## src/common/vtb_pkg.sv

```systemverilog
// ######################################
// Shared widths, types and register map
// Two pixels per clock, 8 bits per component
// Counts are 12 bits, totals must stay below 4096
// ######################################

package vtb_pkg;

	// Pixel format
	localparam int PPC = 2;		// Pixels per clock
	localparam int BPC = 8;		// Bits per component

	typedef logic [PPC*BPC-1:0] comp_t;	// Lane 0 in the low bits

	typedef struct packed
	{
		comp_t r;
		comp_t g;
		comp_t b;
	} pix_t;

	// Horizontal counts in clocks, vertical in lines
	typedef logic [11:0] cnt_t;

	localparam cnt_t HS_WIDTH = 12'd4;	// Clocks
	localparam cnt_t VS_WIDTH = 12'd2;	// Lines

	// Stream FIFO
	localparam int FIFO_DEPTH = 64;
	typedef logic [6:0] lvl_t;	// Holds 0 up to FIFO_DEPTH
	typedef logic [$clog2(FIFO_DEPTH)-1:0] fadr_t;

	// Video parameter set
	typedef struct packed
	{
		cnt_t h_total;
		cnt_t h_active;
		cnt_t v_total;
		cnt_t v_active;
	} vps_t;

	// Native video
	typedef struct packed
	{
		logic vs;
		logic hs;
		logic de;
		pix_t pix;
	} vid_t;

	// Stream beat
	typedef struct packed
	{
		logic sof;	// First beat of a frame
		logic eol;	// Last beat of a line
		pix_t dat;
	} axis_t;

	// Pixel pair column and line inside the active area
	typedef struct packed
	{
		cnt_t x;
		cnt_t y;
	} pos_t;

	// Local bus
	typedef logic [3:0] lb_adr_t;
	typedef logic [31:0] lb_dat_t;

	typedef struct packed
	{
		logic    wr;	// 1 write, 0 read
		lb_adr_t adr;
		lb_dat_t wdat;
	} lb_req_t;

	// Control register, vid_en ends up in bit 0
	typedef struct packed
	{
		logic fifo_run;	// Bit 4
		logic tpg_run;	// Bit 3, selects the pattern on vid
		logic tg_mode;	// Bit 2, 0 free running, 1 locked to FIFO
		logic tg_run;	// Bit 1
		logic vid_en;	// Bit 0, holds the video path in reset when low
	} ctl_t;

	// Status towards the register block
	typedef struct packed
	{
		logic lock;
		logic underrun;		// Sticky
		lvl_t max_lvl;
		cnt_t line_words;
		cnt_t frame_lines;
	} sta_t;

	// Register addresses
	localparam lb_adr_t ADR_CTL = 4'd0;
	localparam lb_adr_t ADR_HOR = 4'd1;
	localparam lb_adr_t ADR_VER = 4'd2;
	localparam lb_adr_t ADR_STA = 4'd3;
	localparam lb_adr_t ADR_MON = 4'd4;

	// Timing generator states
	typedef enum logic [1:0]
	{
		TG_IDLE,
		TG_WAIT,
		TG_RUN
	} tg_state_t;

endpackage

```

## src/ctl/vtb_ctl.sv

```systemverilog
// ######################################
// Register block on the local bus
// One outstanding read, data 1 cycle after accept
// lb_rdy drops only in the response cycle
// Unmapped addresses read 0, writes to them are ignored
// ######################################

`timescale 1ns/1ns

module vtb_ctl
(
	input  logic				vid_clk,	// Bus runs on the video clock
	input  logic				rst_n,

	// Local bus
	input  vtb_pkg::lb_req_t	lb_req,
	input  logic				lb_vld,
	output logic				lb_rdy,
	output vtb_pkg::lb_dat_t	lb_rdata,
	output logic				lb_rd_vld,

	// Status in
	input  vtb_pkg::sta_t		sta,

	// Control out
	output vtb_pkg::ctl_t		ctl,
	output vtb_pkg::vps_t		vps,
	output logic				sta_clr		// Clears underrun and max_lvl
);

	logic				acc;		// Request accepted
	logic				wr_acc;
	logic				rd_acc;
	vtb_pkg::lb_dat_t	rd_dat;		// Read mux

	assign lb_rdy = !lb_rd_vld;		// Busy while returning data
	assign acc = lb_vld && lb_rdy;
	assign wr_acc = acc && lb_req.wr;
	assign rd_acc = acc && !lb_req.wr;

	// Status clear, FIFO acts on it at the next edge
	assign sta_clr = wr_acc && (lb_req.adr == vtb_pkg::ADR_STA);

	// Write decode
	always_ff @(posedge vid_clk)
	begin
		if (!rst_n)
		begin
			ctl <= '0;
			vps <= '0;
		end
		else if (wr_acc)
		begin
			case (lb_req.adr)
				vtb_pkg::ADR_CTL:
					ctl <= vtb_pkg::ctl_t'(lb_req.wdat[$bits(vtb_pkg::ctl_t)-1:0]);
				vtb_pkg::ADR_HOR:
				begin
					vps.h_active <= lb_req.wdat[11:0];
					vps.h_total <= lb_req.wdat[27:16];
				end
				vtb_pkg::ADR_VER:
				begin
					vps.v_active <= lb_req.wdat[11:0];
					vps.v_total <= lb_req.wdat[27:16];
				end
				default: ;	// Status and monitor are read only
			endcase
		end
	end

	// Read mux
	always_comb
	begin
		rd_dat = '0;
		case (lb_req.adr)
			vtb_pkg::ADR_CTL:
				rd_dat[$bits(vtb_pkg::ctl_t)-1:0] = ctl;
			vtb_pkg::ADR_HOR:
				rd_dat = {4'h0, vps.h_total, 4'h0, vps.h_active};
			vtb_pkg::ADR_VER:
				rd_dat = {4'h0, vps.v_total, 4'h0, vps.v_active};
			vtb_pkg::ADR_STA:
				rd_dat = {17'h0, sta.max_lvl, 6'h0, sta.underrun, sta.lock};
			vtb_pkg::ADR_MON:
				rd_dat = {4'h0, sta.frame_lines, 4'h0, sta.line_words};
			default:
				rd_dat = '0;	// Unmapped
		endcase
	end

	// Read response valid
	always_ff @(posedge vid_clk)
	begin
		if (!rst_n)
			lb_rd_vld <= 1'b0;
		else
			lb_rd_vld <= rd_acc;	// One cycle pulse per read
	end

	// Read data, only loaded on a read
	always_ff @(posedge vid_clk)
	begin
		if (rd_acc)
			lb_rdata <= rd_dat;
	end

endmodule

```

## src/fifo/vtb_fifo.sv

```systemverilog
// ######################################
// Stream FIFO locked to the timing generator
// Locks on a head sof during vertical blanking
// Empty during de drops lock and sets underrun
// Clearing fifo_run flushes the words
// ######################################

`timescale 1ns/1ns

module vtb_fifo
(
	input  logic				vid_clk,
	input  logic				rst_n,
	input  vtb_pkg::ctl_t		ctl,
	input  logic				sta_clr,
	input  vtb_pkg::axis_t		axis,
	input  logic				axis_vld,
	output logic				axis_rdy,
	input  vtb_pkg::vid_t		tim,
	output logic				lock,
	output vtb_pkg::sta_t		sta,
	output vtb_pkg::vid_t		vid
);

	vtb_pkg::axis_t	mem [vtb_pkg::FIFO_DEPTH];
	vtb_pkg::fadr_t	wr_ptr;
	vtb_pkg::fadr_t	rd_ptr;
	vtb_pkg::lvl_t	lvl;
	vtb_pkg::axis_t	head;		// Word at the read pointer
	logic			full;
	logic			empty;
	logic			push;
	logic			pop;
	logic			under;		// Empty while draining
	logic			blank;		// Between vs and first de
	logic			underrun;
	vtb_pkg::lvl_t	max_lvl;
	vtb_pkg::cnt_t	wrd_cnt;	// Beats in current line
	vtb_pkg::cnt_t	lin_cnt;	// Lines since sof
	vtb_pkg::cnt_t	line_words;
	vtb_pkg::cnt_t	frame_lines;

	assign full = (lvl == vtb_pkg::lvl_t'(vtb_pkg::FIFO_DEPTH));
	assign empty = (lvl == '0);
	assign axis_rdy = ctl.vid_en && ctl.fifo_run && !full;
	assign push = axis_vld && axis_rdy;
	assign pop = lock && tim.de && !empty;
	assign under = lock && tim.de && empty;
	assign head = mem[rd_ptr];

	// Storage
	always_ff @(posedge vid_clk)
	begin
		if (push)
			mem[wr_ptr] <= axis;
	end

	// Pointers and level
	always_ff @(posedge vid_clk)
	begin
		if (!rst_n || !ctl.vid_en || !ctl.fifo_run)
		begin
			wr_ptr <= '0;
			rd_ptr <= '0;
			lvl <= '0;
		end
		else
		begin
			if (push)
				wr_ptr <= wr_ptr + 1'b1;
			if (pop)
				rd_ptr <= rd_ptr + 1'b1;
			lvl <= lvl + vtb_pkg::lvl_t'(push) - vtb_pkg::lvl_t'(pop);
		end
	end

	// Lock to frame start
	always_ff @(posedge vid_clk)
	begin
		if (!rst_n || !ctl.vid_en)
		begin
			lock <= 1'b0;
			blank <= 1'b1;		// Idle TG counts as blanking
		end
		else
		begin
			if (tim.vs)
				blank <= 1'b1;
			else if (tim.de)
				blank <= 1'b0;

			if (!ctl.fifo_run || under)
				lock <= 1'b0;
			else if (!empty && head.sof && blank && !tim.de)
				lock <= 1'b1;	// First de after this pops sof
		end
	end

	// Sticky status
	always_ff @(posedge vid_clk)
	begin
		if (!rst_n || !ctl.vid_en || sta_clr)
		begin
			underrun <= 1'b0;
			max_lvl <= '0;
		end
		else
		begin
			if (under)
				underrun <= 1'b1;
			if (lvl > max_lvl)
				max_lvl <= lvl;		// High water mark
		end
	end

	// Input monitor
	always_ff @(posedge vid_clk)
	begin
		if (!rst_n || !ctl.vid_en)
		begin
			wrd_cnt <= '0;
			lin_cnt <= '0;
			line_words <= '0;
			frame_lines <= '0;
		end
		else if (push)
		begin
			if (axis.eol)
			begin
				line_words <= wrd_cnt + 12'd1;	// Includes the eol beat
				wrd_cnt <= '0;
				lin_cnt <= (axis.sof ? 12'd0 : lin_cnt) + 12'd1;
				frame_lines <= (axis.sof ? 12'd0 : lin_cnt) + 12'd1;	// Running count
			end
			else
			begin
				wrd_cnt <= wrd_cnt + 12'd1;
				if (axis.sof)
					lin_cnt <= '0;		// Restart line count
			end
		end
	end

	// Video out, 1 cycle after tim
	always_ff @(posedge vid_clk)
	begin
		if (!rst_n || !ctl.vid_en)
			vid <= '0;
		else
		begin
			vid.vs <= tim.vs;
			vid.hs <= tim.hs;
			vid.de <= tim.de;
			vid.pix <= pop ? head.dat : '0;		// Zero when not locked or empty
		end
	end

	always_comb
	begin
		sta.lock = lock;
		sta.underrun = underrun;
		sta.max_lvl = max_lvl;
		sta.line_words = line_words;
		sta.frame_lines = frame_lines;
	end

endmodule

```

## src/logic/vtb_tg.sv

```systemverilog
// ######################################
// Video timing generator
// Free mode starts 1 cycle after tg_run
// Sync mode waits for FIFO lock at frame start
// Needs h_total > h_active + HS_WIDTH, totals nonzero
// ######################################

`timescale 1ns/1ns

module vtb_tg
(
	input  logic				vid_clk,
	input  logic				rst_n,
	input  vtb_pkg::ctl_t		ctl,
	input  vtb_pkg::vps_t		vps,
	input  logic				lock,	// From FIFO
	output vtb_pkg::vid_t		tim,	// Sync and de, pixels zero
	output vtb_pkg::pos_t		pos
);

	vtb_pkg::tg_state_t	state;
	vtb_pkg::vps_t		vps_q;		// Parameters of the current frame
	vtb_pkg::cnt_t		h_cnt;		// Clock in line
	vtb_pkg::cnt_t		v_cnt;		// Line in frame
	logic				h_end;
	logic				v_end;
	logic				run;

	assign h_end = (h_cnt == vps_q.h_total - 12'd1);
	assign v_end = (v_cnt == vps_q.v_total - 12'd1);
	assign run = (state == vtb_pkg::TG_RUN);

	always_ff @(posedge vid_clk)
	begin
		if (!rst_n || !ctl.vid_en)
		begin
			state <= vtb_pkg::TG_IDLE;
			vps_q <= '0;
			h_cnt <= '0;
			v_cnt <= '0;
		end
		else
		begin
			case (state)
				vtb_pkg::TG_IDLE:
				begin
					h_cnt <= '0;
					v_cnt <= '0;
					if (ctl.tg_run)
					begin
						vps_q <= vps;
						state <= ctl.tg_mode ? vtb_pkg::TG_WAIT : vtb_pkg::TG_RUN;
					end
				end

				vtb_pkg::TG_WAIT:
				begin
					if (!ctl.tg_run)
						state <= vtb_pkg::TG_IDLE;
					else if (lock)
					begin
						vps_q <= vps;		// Frame start
						state <= vtb_pkg::TG_RUN;
					end
				end

				vtb_pkg::TG_RUN:
				begin
					if (!ctl.tg_run)
						state <= vtb_pkg::TG_IDLE;	// Stop at once
					else if (h_end)
					begin
						h_cnt <= '0;
						if (v_end)
						begin
							v_cnt <= '0;
							vps_q <= vps;	// New frame, fresh parameters
							if (ctl.tg_mode && !lock)
								state <= vtb_pkg::TG_WAIT;	// Lost lock, resync
						end
						else
							v_cnt <= v_cnt + 12'd1;
					end
					else
						h_cnt <= h_cnt + 12'd1;
				end

				default:
					state <= vtb_pkg::TG_IDLE;
			endcase
		end
	end

	// Frame decode
	always_comb
	begin
		tim = '0;
		tim.de = run && (h_cnt < vps_q.h_active) && (v_cnt < vps_q.v_active);
		tim.hs = run && (h_cnt >= vps_q.h_active)
			&& (h_cnt < vps_q.h_active + vtb_pkg::HS_WIDTH);
		tim.vs = run && (v_cnt >= vps_q.v_active)
			&& (v_cnt < vps_q.v_active + vtb_pkg::VS_WIDTH);
		pos.x = h_cnt;		// Pixel pair column
		pos.y = v_cnt;
	end

endmodule

```

## src/logic/vtb_top.sv

```systemverilog
// ######################################
// Video toolbox top, single clock
// Pattern or FIFO video, chosen by tpg_run
// Video 1 cycle behind the timing generator
// ######################################

`timescale 1ns/1ns

module vtb_top
(
	input  logic				vid_clk,
	input  logic				rst_n,

	// Local bus
	input  vtb_pkg::lb_req_t	lb_req,
	input  logic				lb_vld,
	output logic				lb_rdy,
	output vtb_pkg::lb_dat_t	lb_rdata,
	output logic				lb_rd_vld,

	// Pixel stream
	input  vtb_pkg::axis_t		axis,
	input  logic				axis_vld,
	output logic				axis_rdy,

	// Native video
	output vtb_pkg::vid_t		vid
);

	vtb_pkg::ctl_t	ctl;
	vtb_pkg::vps_t	vps;
	vtb_pkg::sta_t	sta;
	logic			sta_clr;
	logic			lock;		// FIFO to TG
	vtb_pkg::vid_t	tim;
	vtb_pkg::pos_t	pos;
	vtb_pkg::vid_t	vid_tpg;
	vtb_pkg::vid_t	vid_fifo;

	vtb_ctl ctl_i
	(
		.vid_clk	(vid_clk),
		.rst_n		(rst_n),
		.lb_req		(lb_req),
		.lb_vld		(lb_vld),
		.lb_rdy		(lb_rdy),
		.lb_rdata	(lb_rdata),
		.lb_rd_vld	(lb_rd_vld),
		.sta		(sta),
		.ctl		(ctl),
		.vps		(vps),
		.sta_clr	(sta_clr)
	);

	vtb_tg tg_i
	(
		.vid_clk	(vid_clk),
		.rst_n		(rst_n),
		.ctl		(ctl),
		.vps		(vps),
		.lock		(lock),
		.tim		(tim),
		.pos		(pos)
	);

	vtb_tpg tpg_i
	(
		.vid_clk	(vid_clk),
		.rst_n		(rst_n),
		.ctl		(ctl),
		.tim		(tim),
		.pos		(pos),
		.vid		(vid_tpg)
	);

	vtb_fifo fifo_i
	(
		.vid_clk	(vid_clk),
		.rst_n		(rst_n),
		.ctl		(ctl),
		.sta_clr	(sta_clr),
		.axis		(axis),
		.axis_vld	(axis_vld),
		.axis_rdy	(axis_rdy),
		.tim		(tim),
		.lock		(lock),
		.sta		(sta),
		.vid		(vid_fifo)
	);

	assign vid = ctl.tpg_run ? vid_tpg : vid_fifo;	// Both already registered

endmodule

```

## src/logic/vtb_tpg.sv

```systemverilog
// ######################################
// Test pattern generator
// Red is pixel index, green is line, blue their xor
// Output registered 1 cycle after tim
// ######################################

`timescale 1ns/1ns

module vtb_tpg
(
	input  logic				vid_clk,
	input  logic				rst_n,
	input  vtb_pkg::ctl_t		ctl,
	input  vtb_pkg::vid_t		tim,
	input  vtb_pkg::pos_t		pos,
	output vtb_pkg::vid_t		vid
);

	vtb_pkg::pix_t	pix_nxt;
	vtb_pkg::cnt_t	p_idx;		// Pixel index in line
	vtb_pkg::cnt_t	pq;			// Pixel xor line

	// Pattern for all lanes of this clock
	always_comb
	begin
		pix_nxt = '0;
		p_idx = '0;
		pq = '0;
		for (int k = 0; k < vtb_pkg::PPC; k++)
		begin
			p_idx = vtb_pkg::cnt_t'(pos.x * vtb_pkg::PPC + k);
			pq = p_idx ^ pos.y;
			pix_nxt.r[k*vtb_pkg::BPC +: vtb_pkg::BPC] = p_idx[vtb_pkg::BPC-1:0];
			pix_nxt.g[k*vtb_pkg::BPC +: vtb_pkg::BPC] = pos.y[vtb_pkg::BPC-1:0];
			pix_nxt.b[k*vtb_pkg::BPC +: vtb_pkg::BPC] = pq[vtb_pkg::BPC-1:0];
		end
	end

	// Output stage
	always_ff @(posedge vid_clk)
	begin
		if (!rst_n || !ctl.vid_en || !ctl.tpg_run)	// Idle when not selected
			vid <= '0;
		else
		begin
			vid.vs <= tim.vs;
			vid.hs <= tim.hs;
			vid.de <= tim.de;
			vid.pix <= tim.de ? pix_nxt : '0;	// Black in blanking
		end
	end

endmodule

```

## config.mk

```make
export PLATFORM = sky130hd
export DESIGN_NAME = vtb_top
export DESIGN_NICKNAME = d
export VERILOG_FILES = /design/src/common/vtb_pkg.sv /design/src/ctl/vtb_ctl.sv /design/src/fifo/vtb_fifo.sv /design/src/logic/vtb_tg.sv /design/src/logic/vtb_top.sv /design/src/logic/vtb_tpg.sv
export SDC_FILE = /design/constraint.sdc
export NUM_CORES = 2
export LEC_CHECK = 0
export ABC_AREA = 1
export BUFFER_PORTS_ARGS = -buffer_cell sky130_fd_sc_hd__buf_2
export CAP_MARGIN = 20
export CORE_MARGIN = 2
export CORE_UTILIZATION = 40
export DETAILED_ROUTE_END_ITERATION = 7
export MAX_ROUTING_LAYER = met4
export PLACE_DENSITY_LB_ADDON = 0.25
export SLEW_MARGIN = 20
export SYNTH_ARGS = -nofsm -noshare
export SYNTH_HDL_FRONTEND = slang
export SYNTH_HIERARCHICAL = 1
export SYNTH_SLANG_ARGS = --single-unit
export TNS_END_PERCENT = 50
```

## constraint.sdc

```tcl
create_clock -name vid_clk -period 8.28 [get_ports vid_clk]
set_clock_uncertainty 0.2 [all_clocks]
set_input_delay 1.656 -clock vid_clk [delete_from_list [all_inputs] [get_ports vid_clk]]
set_output_delay 1.656 -clock vid_clk [all_outputs]
set_load 0.1 [all_outputs]
```

==> impl_metrics.env <==
export IMPL_dieArea_um2=356000
export IMPL_p_switching_mw=7.17
export IMPL_core_area_um2=350000
export IMPL_seq_power_share=0.537
export IMPL_final_nets=12200
export IMPL_swShare=0.202
export IMPL_grt_use_total=0.234
export IMPL_max_freq_ghz=0.184
export IMPL_wirelength_met1_um=176000
export IMPL_grt_pass1_wl_um=603000
export IMPL_firstDrtPassIters=6
export IMPL_first_iter_violations=10939
export IMPL_drive_gt1_frac=0.0908
export IMPL_cts_sinks=3452
export IMPL_hp_class="reg2reg"
export IMPL_finalWorstSetupSlack_ns=2.85
export IMPL_wire_per_inst_um=24.6
export IMPL_syn_to_final_growth_pct=11.9
export IMPL_drc=0
export IMPL_grt_antenna_before_repair=30
export IMPL_total_power_mw=35.4
export IMPL_vias_per_cell=5.58
export IMPL_critPathKind="reg2reg"
export IMPL_grt_pass1_vias=89959
export IMPL_setup_viol=0
export IMPL_p_int_mw=28.3
export IMPL_drv_slew=0
export IMPL_cts_max_level=5
export IMPL_met3WireLength_um=33000
export IMPL_hold_viol_final=0
export IMPL_fin_util=0.450
export IMPL_vdd_drop_max_mv=0.174
export IMPL_yosys_warnings=6
export IMPL_grt_setup_unrepaired="false"
export IMPL_clock_root_buffer="clkbuf_16"
export IMPL_slew_headroom=0.226
export IMPL_p_comb_frac=0.011
export IMPL_clk_latency_ns=0.95
export IMPL_critPathCaptureType="register"
export IMPL_max_cap_viol_count=0
export IMPL_die_h_um=597
export IMPL_totalWireLength_um=417000
export IMPL_start_util=0.402
export IMPL_cts_tree="done"
export IMPL_io_pins=177
export IMPL_port_buffers=163
export IMPL_synthCells=12084
export IMPL_dr_max_layer_used="met4"
export IMPL_required_ns=8.63
export IMPL_leakage_nw=54.5
export IMPL_cts_hold_buf=0
export IMPL_outcome="completed"
export IMPL_cts_clk_slew_worst_paths_ns=0.06
export IMPL_min_period_ns=5.43
export IMPL_cp_arrival_ns=5.78
export IMPL_numCtsBuffers=363
export IMPL_grt_max_degree=201
export IMPL_synth_area_um2=141000
export IMPL_die_w_um=597
export IMPL_ant_nets=0
export IMPL_pre_cts_ws_ns=2.21
export IMPL_vias=94552
export IMPL_avgSynthCellArea_um2=11.6
export IMPL_post_cts_buffers=0
export IMPL_fin_crit_sh=0.656
export IMPL_grt_ovfl_total=0
export IMPL_powerDensity_nw_per_um2=225
export IMPL_ctsResizeCount=0
export IMPL_cp_max_fo=29
export IMPL_clock_tree_buffer_depth=4
export IMPL_gp_congestion=0.849
export IMPL_dpl_hpwl_um=226000
export IMPL_startpoint_type="register"
export IMPL_holdWs_ns=0.254
export IMPL_rows=217
export IMPL_tightest_slew_ns=1.16
export IMPL_clkPwrFrac=0.452
export IMPL_setup_tns_final_ns=0
export IMPL_wl_met2_um=197000
sequential cells by signal, indices dropped and copies added, names as in the netlist, 5 cells and up, named ones only:
| signal | cells |
|---|---|
| tg_i/vps_q | 48 |
| fifo_i/lvl | 7 |
| fifo_i/lin_cnt | 12 |
| tg_i/v_cnt | 12 |
| fifo_i/line_words | 12 |
| fifo_i/rd_ptr | 6 |
| fifo_i/frame_lines | 12 |
| tpg_i/vid | 27 |
| tg_i/h_cnt | 12 |
| ctl_i/ctl | 5 |
| ctl_i/vps | 48 |
| fifo_i/vid | 51 |
| fifo_i/max_lvl | 7 |
| fifo_i/wrd_cnt | 12 |
| fifo_i/mem | 3136 |
| ctl_i/lb_rdata | 27 |
| fifo_i/wr_ptr | 6 |
cells in the final DEF, fill, tap and decap left out, types with 71 or more instances in the layout:
| cell | instances |
|---|---|
| a21oi_1 | 317 |
| buf_2 | 150 |
| buf_4 | 202 |
| clkbuf_16 | 367 |
| clkinv_2 | 79 |
| dfxtp_1 | 282 |
| edfxtp_1 | 3163 |
| ha_1 | 71 |
| inv_1 | 335 |
| nand2_1 | 2459 |
| nand3_1 | 1334 |
| nor2_1 | 1360 |
| nor2_4 | 75 |
| o21ai_0 | 1067 |
| o22ai_1 | 441 |
per-stage QoR:
step / instances / instance area, um2
floorplan: 12088 / 141000
global placement: 16264 / 146000
detailed placement: 16268 / 146000
CTS: 16928 / 157000
global route: 16936 / 157000
finish: 16939 / 157000
worst max-delay path, stage by stage (launching register included):
cell     delay (ns)
dfxtp_1        0.38
inv_1          0.10
ha_1           0.21
nand2_1        0.07
nor2_1         0.10
nand3_1        0.13
nand3_2        0.61
nor2_1         0.46
nand3_1        0.85
nor2_4         1.18
buf_4          0.65
power by group through the flow:
stage	logic (mW)	clock network, mW	registers (mW)
5_1_grt	0.431	16.9	19.0
4_1_cts	0.397	16.3	19.0
3_3_place_gp	0.381	0	19.4
3_5_place_dp	0.397	0	19.4
6_report	0.404	16.0	19.0
2_1_floorplan	0.0646	0	19.4
routing by layer:
metal | GRT usage | vias to the layer above
li1 | - | 42705
met4 | 0.0624 | 0
met2 | 0.375 | 3811
met3 | 0.0308 | 665
met5 | - | -
met1 | 0.315 | 47371
final cells by class:
class / instances / area, um2
fill: 31371 / 192000
sequential: 3452 / 101000
multi-input combinational: 7487 / 35000
clock buffer: 456 / 9740
tap: 4599 / 5750
timing repair buffer: 381 / 2860
clock inverter: 204 / 1890
inverter: 352 / 1370
antenna: 8 / 20.0
path summary, 6_finish.rpt:
kind / from / to / slack (ns) / depth (start not counted)
hold / removal: fifo_i/rd_ptr[5]$_SDFFE_PP0P_ / register / 0.25 / 1
setup reg to reg: fifo_i/lvl[2]$_SDFF_PP0_ / fifo_i/mem[3][35]$_DFFE_PP_ / 2.85 / 10
hold reg to reg: fifo_i/rd_ptr[5]$_SDFFE_PP0P_ / register / 0.25 / 1
setup / recovery: fifo_i/lvl[2]$_SDFF_PP0_ / fifo_i/mem[3][35]$_DFFE_PP_ / 2.85 / 10
(Power assumes the default switching activity.)
